`src/mmuPkg.sv`:
```
/*
 * MMU access-check definitions
 * Page access-mode layout, keyring ids, the registered request,
 * keyring modes and the exception codes raised by the checker.
 */
package mmuPkg;

	localparam int numKeySlots = 4;	// Keyring entries in the keyring register

	// Owner or keyring user/group id
	typedef struct packed {
		logic [5:0] group;	// Upper part
		logic [9:0] user;
	} vugidT;

	// Keyring mode, encodings 4 to 7 act as krDenyAll
	typedef enum logic [2:0] {
		krLocked      = 3'd0,
		krFlags       = 3'd1,
		krDenyAll     = 3'd2,
		krFlagsStrict = 3'd3
	} krModeE;

	// TLB access-mode word, flag triplets are {execute, write, read}
	typedef struct packed {
		vugidT      owner;	// Page owner id
		logic [2:0] otherFl;
		logic [2:0] groupFl;
		logic [2:0] userFl;
		krModeE     krMode;
		logic       noUser;	// Base deny bits
		logic       noExec;
		logic       noWrite;
		logic       noRead;
	} accModeT;

	typedef enum logic [15:0] {
		excNone       = 16'h0000,
		excReadFault  = 16'h8001,
		excWriteFault = 16'h8002,
		excKeyDeny    = 16'hA002
	} excCodeE;

	// Request fields after the input register
	typedef struct packed {
		accModeT accMode;
		logic    isWrite;
		logic    isRead;
		logic    supervisor;
	} checkReqT;

	typedef struct packed {
		logic grpEq;
		logic usrEq;
	} slotMatchT;

endpackage

```
`src/keyringSlotMatch.sv`:
```
/*
 * Keyring slot matcher
 * Compares one keyring id with the page owner. An all-zero
 * keyring entry is an empty slot and never matches.
 */
`timescale 1ns/1ps

module keyringSlotMatch
	import mmuPkg::*;
(
	input  vugidT     keyId,
	input  vugidT     owner,
	output slotMatchT match
);

	logic slotUsed;
	logic grpSame;
	logic usrSame;

	assign slotUsed = (keyId != '0);	// Empty slot
	assign grpSame  = (keyId.group == owner.group);
	assign usrSame  = (keyId.user == owner.user);

	// User equality alone is reported; the rule stage pairs it with the group
	assign match.grpEq = slotUsed && grpSame;
	assign match.usrEq = slotUsed && usrSame;

endmodule

```
`src/accessRequestStage.sv`:
```
/*
 * Access request stage
 * Decodes the operation and status fields, registers the whole
 * request with its strobe and splits the keyring into slot ids.
 */
`timescale 1ns/1ps

module accessRequestStage
	import mmuPkg::*;
#(
	parameter int numKeySlots = mmuPkg::numKeySlots
) (
	input  logic                        clock,
	input  logic                        arstN,
	input  logic                        reqValid,
	input  accModeT                     tlbAcc,
	input  logic [16*numKeySlots-1:0]   keyring,
	input  logic [4:0]                  opm,
	input  logic [63:0]                 statusReg,
	output checkReqT                    reqQ,
	output logic                        reqValidQ,
	output vugidT [numKeySlots-1:0]     keyIds
);

	checkReqT                  reqD;
	logic [16*numKeySlots-1:0] keyringQ;

	always_comb begin
		reqD.accMode    = tlbAcc;
		reqD.isWrite    = opm[4];	// Store type
		reqD.isRead     = opm[3];	// Load type
		reqD.supervisor = statusReg[30];
	end

	always_ff @(posedge clock or negedge arstN) begin
		if (!arstN) begin
			reqValidQ <= 1'b0;
		end else begin
			reqValidQ <= reqValid;
		end
	end

	// Payload only moves with a request
	always_ff @(posedge clock) begin
		if (reqValid) begin
			reqQ     <= reqD;
			keyringQ <= keyring;
		end
	end

	// Slot i sits in bits 16*i upward
	always_comb begin
		for (int i = 0; i < numKeySlots; i++) begin
			keyIds[i] = keyringQ[16*i +: 16];
		end
	end

endmodule

```
`src/accessRuleEval.sv`:
```
/*
 * Access rule evaluation
 * Reduces the slot matches to user and group hits, picks the rwx
 * class, applies the keyring mode and then the base deny bits, and
 * registers the resulting exception code.
 */
`timescale 1ns/1ps

module accessRuleEval
	import mmuPkg::*;
#(
	parameter int numKeySlots = mmuPkg::numKeySlots
) (
	input  logic                        clock,
	input  logic                        arstN,
	input  checkReqT                    reqQ,
	input  logic                        reqValidQ,
	input  slotMatchT [numKeySlots-1:0] slotMatch,
	input  vugidT                       keyId0,
	output logic                        excValid,
	output excCodeE                     excCode
);

	logic       grpHit;
	logic       usrHit;
	logic [2:0] classFl;	// {execute, write, read}
	logic       keyringOn;
	logic       usDeny;
	excCodeE    excNext;

	always_comb begin
		grpHit = 1'b0;
		usrHit = 1'b0;
		for (int i = 0; i < numKeySlots; i++) begin
			grpHit = grpHit | slotMatch[i].grpEq;
			// User id only counts inside the same group
			usrHit = usrHit | (slotMatch[i].grpEq & slotMatch[i].usrEq);
		end
	end

	always_comb begin
		if (usrHit)
			classFl = reqQ.accMode.userFl;
		else if (grpHit)
			classFl = reqQ.accMode.groupFl;
		else
			classFl = reqQ.accMode.otherFl;
	end

	assign keyringOn = (keyId0 != '0);	// Keyring disabled when slot 0 empty
	assign usDeny    = reqQ.accMode.noUser && !reqQ.supervisor;

	always_comb begin
		excNext = excNone;

		if (keyringOn) begin
			case (reqQ.accMode.krMode)
				krLocked: begin
					if (reqQ.isWrite)
						excNext = excWriteFault;
					if (reqQ.isRead)
						excNext = excReadFault;
				end
				krFlags: begin
					if (reqQ.isWrite && !classFl[1])
						excNext = excWriteFault;
					if (reqQ.isRead && !classFl[0])
						excNext = excReadFault;
				end
				krFlagsStrict: begin
					if ((reqQ.isWrite && !classFl[1]) || (reqQ.isRead && !classFl[0]))
						excNext = excKeyDeny;
				end
				krDenyAll: excNext = excKeyDeny;
				default:   excNext = excKeyDeny;	// Unnamed modes 4 to 7
			endcase
		end

		// Base deny bits override, read checked last so it wins
		if (reqQ.isWrite && (reqQ.accMode.noWrite || usDeny))
			excNext = excWriteFault;
		if (reqQ.isRead && (reqQ.accMode.noRead || usDeny))
			excNext = excReadFault;
	end

	always_ff @(posedge clock or negedge arstN) begin
		if (!arstN) begin
			excValid <= 1'b0;
			excCode  <= excNone;
		end else begin
			excValid <= reqValidQ;
			if (reqValidQ)
				excCode <= excNext;	// Held between results
		end
	end

endmodule

```
`src/mmuAccessCheck.sv`:
```
/*
 * MMU page access checker
 * Two-cycle pipeline: request register, keyring slot matchers and
 * the rule stage that produces the exception code.
 */
`timescale 1ns/1ps

module mmuAccessCheck
	import mmuPkg::*;
#(
	parameter int numKeySlots = mmuPkg::numKeySlots
) (
	input  logic                      clock,
	input  logic                      arstN,
	input  logic                      reqValid,
	input  accModeT                   tlbAcc,
	input  logic [16*numKeySlots-1:0] keyring,
	input  logic [4:0]                opm,
	input  logic [63:0]               statusReg,
	output logic                      excValid,
	output excCodeE                   excCode
);

	checkReqT                    reqQ;
	logic                        reqValidQ;
	vugidT [numKeySlots-1:0]     keyIds;
	slotMatchT [numKeySlots-1:0] slotMatch;

	accessRequestStage #(
		.numKeySlots(numKeySlots)
	) uReqStage (
		.clock     (clock),
		.arstN     (arstN),
		.reqValid  (reqValid),
		.tlbAcc    (tlbAcc),
		.keyring   (keyring),
		.opm       (opm),
		.statusReg (statusReg),
		.reqQ      (reqQ),
		.reqValidQ (reqValidQ),
		.keyIds    (keyIds)
	);

	for (genvar i = 0; i < numKeySlots; i++) begin : genSlot
		keyringSlotMatch uSlotMatch (
			.keyId (keyIds[i]),
			.owner (reqQ.accMode.owner),
			.match (slotMatch[i])
		);
	end

	accessRuleEval #(
		.numKeySlots(numKeySlots)
	) uRuleEval (
		.clock     (clock),
		.arstN     (arstN),
		.reqQ      (reqQ),
		.reqValidQ (reqValidQ),
		.slotMatch (slotMatch),
		.keyId0    (keyIds[0]),
		.excValid  (excValid),
		.excCode   (excCode)
	);

endmodule

```
`config.mk`:
```
export PLATFORM = sky130hd
export DESIGN_NAME = mmuAccessCheck
export DESIGN_NICKNAME = d
export VERILOG_FILES = /design/src/mmuPkg.sv /design/src/keyringSlotMatch.sv /design/src/accessRequestStage.sv /design/src/accessRuleEval.sv /design/src/mmuAccessCheck.sv
export SDC_FILE = /design/constraint.sdc
export NUM_CORES = 1
export LEC_CHECK = 0
export BUFFER_PORTS_ARGS = -buffer_cell sky130_fd_sc_hd__buf_2
export CAP_MARGIN = 0
export CORE_UTILIZATION = 51
export DETAILED_ROUTE_END_ITERATION = 10
export PLACE_DENSITY = 0.85
export SYNTH_ARGS = -nofsm -noshare
export SYNTH_HDL_FRONTEND = slang
export SYNTH_HIERARCHICAL = 1
export SYNTH_SLANG_ARGS = --single-unit
```
`constraint.sdc`:
```
create_clock -name clock -period 4.88 [get_ports clock]
set_input_delay 0.976 -clock clock [delete_from_list [all_inputs] [get_ports clock]]
set_output_delay 0.976 -clock clock [all_outputs]
set_load 0.01 [all_outputs]
```
* Yosys cells after proc, flatten, opt, wreduce, memory -nomap -nowiden
Cells that the tools add are included.
Word-level totals: register bits 113, latch bits 0, bits in writable memories 0, memory bits (read-only) 0, input port bits 168, output and inout bits 17, word-level logic and storage cells 71, memories kept 0
Cells by class: add/subtract/negate cells 0, multiply operators 0, div/mod/pow operators 0, $lt $le $gt $ge 0, equal/unequal tests 10, shifts and indexed selects 0, muxes and demuxes 11, bitwise operators 10, reduce and logical (&&, ||, !) cells 24
Operators with widths (count):
- $mux 16 | 8
- $reduce_bool 16->1 | 4
- $pmux 16 s3 | 1
- $eq 10x10->1 | 4
- $eq 6x6->1 | 4
- $logic_and 1x1->1 | 13
- $or 1x1->1 | 6
- $and 1x1->1 | 4
- $mux 2 | 2
- $eq 3x1->1 const B | 1
- $eq 3x2->1 const B | 1
- $logic_not 1->1 | 3
- $logic_not 3->1 | 1
- $logic_or 1x1->1 | 3

* Depth between registers and ports, before layout
depth in word-level cells 15, gate-level depth with buffers 8, mapped depth without buffers 8

* By module
Netlist, hierarchy kept.
Modules (own cells, without submodules):
- accessRequestStage | times used 1, cells each 100, area each 2997.9 sq um, sequential area each 2997.9 sq um
- keyringSlotMatch | times used 4, cells each 27, area each 209.0 sq um, sequential area each 0.0 sq um
- accessRuleEval | times used 1, cells each 64, area each 526.8 sq um, sequential area each 125.1 sq um

* Worst setup path after synthesis
OpenSTA, ideal clock, no wires.
kind register to register, from reg, netlist name uReqStage/reqQ[30], to reg uRuleEval.excCode[13], setup time 0.101 ns, arrival 2.075 ns, data required time 4.779 ns, slack 2.704 ns, cell stages (with the launch flop) 9, buffers on the path 0, period minus slack after synthesis 2.176 ns, cells stage by stage edfxtp_1 -> xnor2_1 -> nand4_1 -> nor4_1 -> a22oi_1 -> a211oi_1 -> a41o_1 -> nor4b_2 -> o32ai_1
RTL lines:
- end signal: assignment | line accessRuleEval.sv:89 | excCode <= excNone;
- end signal: assignment | line accessRuleEval.sv:93 | excCode <= excNext;
- end: declaration | line accessRuleEval.sv:21 | output excCodeE excCode

==> results.md <==
- 185 I/O pins were placed.
- The initial antenna violation count was 0.
- The die height is 93.2 µm.
- The total setup buffers inserted after CTS is 0.
- After clock tree synthesis, the flow added hold-fix buffers numbering 0.
- The achievable frequency is 0.367 GHz.
- The fill cell total of the finished layout is 576.
- During placement, the flow inserted port buffers numbering 102.
- The total routed wirelength is 8490 µm.
- The slowest stage of the critical path is the sky130_fd_sc_hd__nor4_1 cell.
- The leakage power is 0.00184 µW.
- Clock latency on the worst-skew pair, taken at its later pin, is 0.35 ns.
- Row generation in the floorplan step produced 32 rows.
- In the final timing run, aggregate negative setup slack is 0 ns.
- The area enclosed by the die boundary is 8680 µm².
- In this run the standard cell core region covers 7890 µm².
- The maximum level of the CTS H-tree is 3.
- After global routing the overflow that remains totals 0.
- The worst path required time is 5.14 ns.
- The average cell area after synthesis is 15.8 µm².
- Setup repair after global routing left no endpoint under its margin.
- The maximum root-to-sink buffer count is 2.
- Detailed placement ended at an HPWL of 6190 µm.
- The count of nets left with antenna violations once routing finished came out at 0.
- The number of antenna cells inserted is 0.
- The slew at the pin closest to its max-slew limit is 1.15 ns.
- The first global-routing pass estimated 12,900 µm of wire.
- The root buffer cell chosen for the clock tree is sky130_fd_sc_hd__clkbuf_8.
- The shortest period the worst path allows is 2.73 ns.
- Across the VDD grid, the largest voltage drop is 0.177 mV.
- For this run, design rule violations remaining after detail routing come to 0.
- The first-pass iteration count of the detailed router is 5.
- The final count of pins violating max slew was 0.
- The number of gates resized after CTS was 0.
- STA classifies the critical path endpoint as a flip-flop.
- Entering global routing, the biggest net connects 97 pins.
- The wire length per cell after detailed routing is 17.4 µm.
- For the final database, setup skew stands at 0.00747 ns.
- The routed layout has 2,642 vias.
- The layout cell share with drive strength beyond 1 is 0.309.
- The synthesized netlist occupies a cell area of 4240 µm².
- The number of design-rule violations left by the first detailed-router iteration is 142.
- The number of nets in the finished design is 548.
- The effective utilization at floorplan is 0.538.
- The number of global-route vias before repair came to 2,736.
- Synthesis produced 268 cells.
- The number of clock sinks seen by CTS is 101.
- The class of the tightest hold or removal check is in2async.
- The final hold violation count was 0.
- The tightest hold path in the finished design has a slack of 0.423 ns.
- Measured along the x axis, the die boundary spans 93.2 µm.
- The critical path in this run is classified as reg2reg.
- Data on the critical path arrives at its endpoint at 2.98 ns.
- At the end of routability-driven placement, the weighted congestion stood at 0.851.
- The overall track demand over capacity in global routing is 0.205.
- The max-capacitance violation count is 0.
- The signal on the critical path passes through xnor2_1 > nand4_1 > nor4_1 > a22oi_1 > a211oi_1 > a41o_1 > nor4b_2 > o32ai_1.
- The critical path buffer and inverter count is 0.
- Dividing the final minimum period by the clock period gives 0.559.
- The final setup violation count is 0.
- The power density over the cells is 357 nW/µm².
- The via density per instance is 5.43.
- During synthesis, Yosys emitted a total of 6 warnings.
- STA classifies the critical path startpoint as a flip-flop.
- On the worst path, the slowest cell contributes a delay of 0.58 ns.
- The number of buffers added by the clock tree synthesis step is 9.
- Broken down by cell family, the worst path's largest delay share belongs to compound AO/OA/AOI/OAI gates.
- The TritonCTS clock tree is yes.
- The clock-pin slew of the registers on the worst-case setup and hold paths is 0.09 ns.
- The flow ran to the end, and the final reports show no timing, DRC or antenna violations.
- Headroom to the max-slew limit came out at 0.232.
- The layout-stage area growth over the synthesis result is 18.6%.
- The maximum fanout encountered on the critical timing path is 4.
-- per-layer routing --
layer / share of wire / GRT usage / vias up
li1: - / - / 1239
met3: 0.055 / 0.0496 / 22
met5: 0 / 0 / -
met2: 0.51 / 0.350 / 119
met1: 0.41 / 0.243 / 1262
met4: 0.027 / 0.0949 / 0
-- final timing paths --
check | from | end | slack, ns | cells after the start
worst min-delay path | arstN | uRuleEval/excCode[13] | 0.42 | 1
max in group asynchronous | arstN | uRuleEval/excCode[0] | 4.32 | 1
worst max-delay path | uReqStage/reqQ[34] | uRuleEval/excCode[13] | 2.15 | 8
worst max register to register | uReqStage/reqQ[34] | uRuleEval/excCode[13] | 2.15 | 8
min in group clock | uReqStage/reqValidQ | uRuleEval/excValid | 0.54 | 0
worst min register to register | uReqStage/reqValidQ | uRuleEval/excValid | 0.54 | 0
-- report_power, final --
group | total (µW) | internal (µW) | switching [µW]
registers | 1100 | 1030 | 70.8
clock network | 519 | 240 | 279
logic | 177 | 97.5 | 79.5
total | 1800 | 1370 | 429
-- area by class of cell --
class | instances | area, µm² | share of cell area
tap | 102 | 128 | 0.0254
timing repair buffer | 102 | 513 | 0.102
clock buffer | 9 | 124 | 0.0246
inverter | 3 | 11.3 | 0.00224
clock inverter | 7 | 73.8 | 0.0147
multi-input combinational | 163 | 1180 | 0.234
sequential | 101 | 3000 | 0.597
-- layout by cell type, fill, tap and decap left out, types with 3 or more instances in the layout --
master	n
sky130_fd_sc_hd__xnor2_1	56
sky130_fd_sc_hd__conb_1	12
sky130_fd_sc_hd__o21ai_0	4
sky130_fd_sc_hd__nand4_1	13
sky130_fd_sc_hd__clkbuf_8	9
sky130_fd_sc_hd__a21oi_1	4
sky130_fd_sc_hd__inv_1	3
sky130_fd_sc_hd__dfrtp_1	6
sky130_fd_sc_hd__edfxtp_1	95
sky130_fd_sc_hd__and4_1	4
sky130_fd_sc_hd__nor2_1	3
sky130_fd_sc_hd__buf_2	101
sky130_fd_sc_hd__xor2_1	8
sky130_fd_sc_hd__nor4_1	28
sky130_fd_sc_hd__nand2b_1	3
sky130_fd_sc_hd__nand2_1	6
-- flip-flops by register name, summed over array words and instances, names as in the netlist --
name	flops
uReqStage/keyIds	64
uReqStage/reqQ	31
uRuleEval/excCode	4
uReqStage/reqValidQ	1
uRuleEval/excValid	1
-- through the flow --
stage          instance area (µm²)  std cells  setup WS (ns)  total power (µW)   util
3_3_place_gp                  4830        471           2.30              1280  0.613
5_1_grt                       5030        487           1.99              1860  0.638
6_report                      5030        487           2.15              1800  0.638
3_5_place_dp                  4830        471           2.25              1290  0.613
2_1_floorplan                 4280        279           2.70              1200      -
4_1_cts                       5030        487           2.17              1800  0.638
No activity file was read; power rests on OpenSTA's default activity.
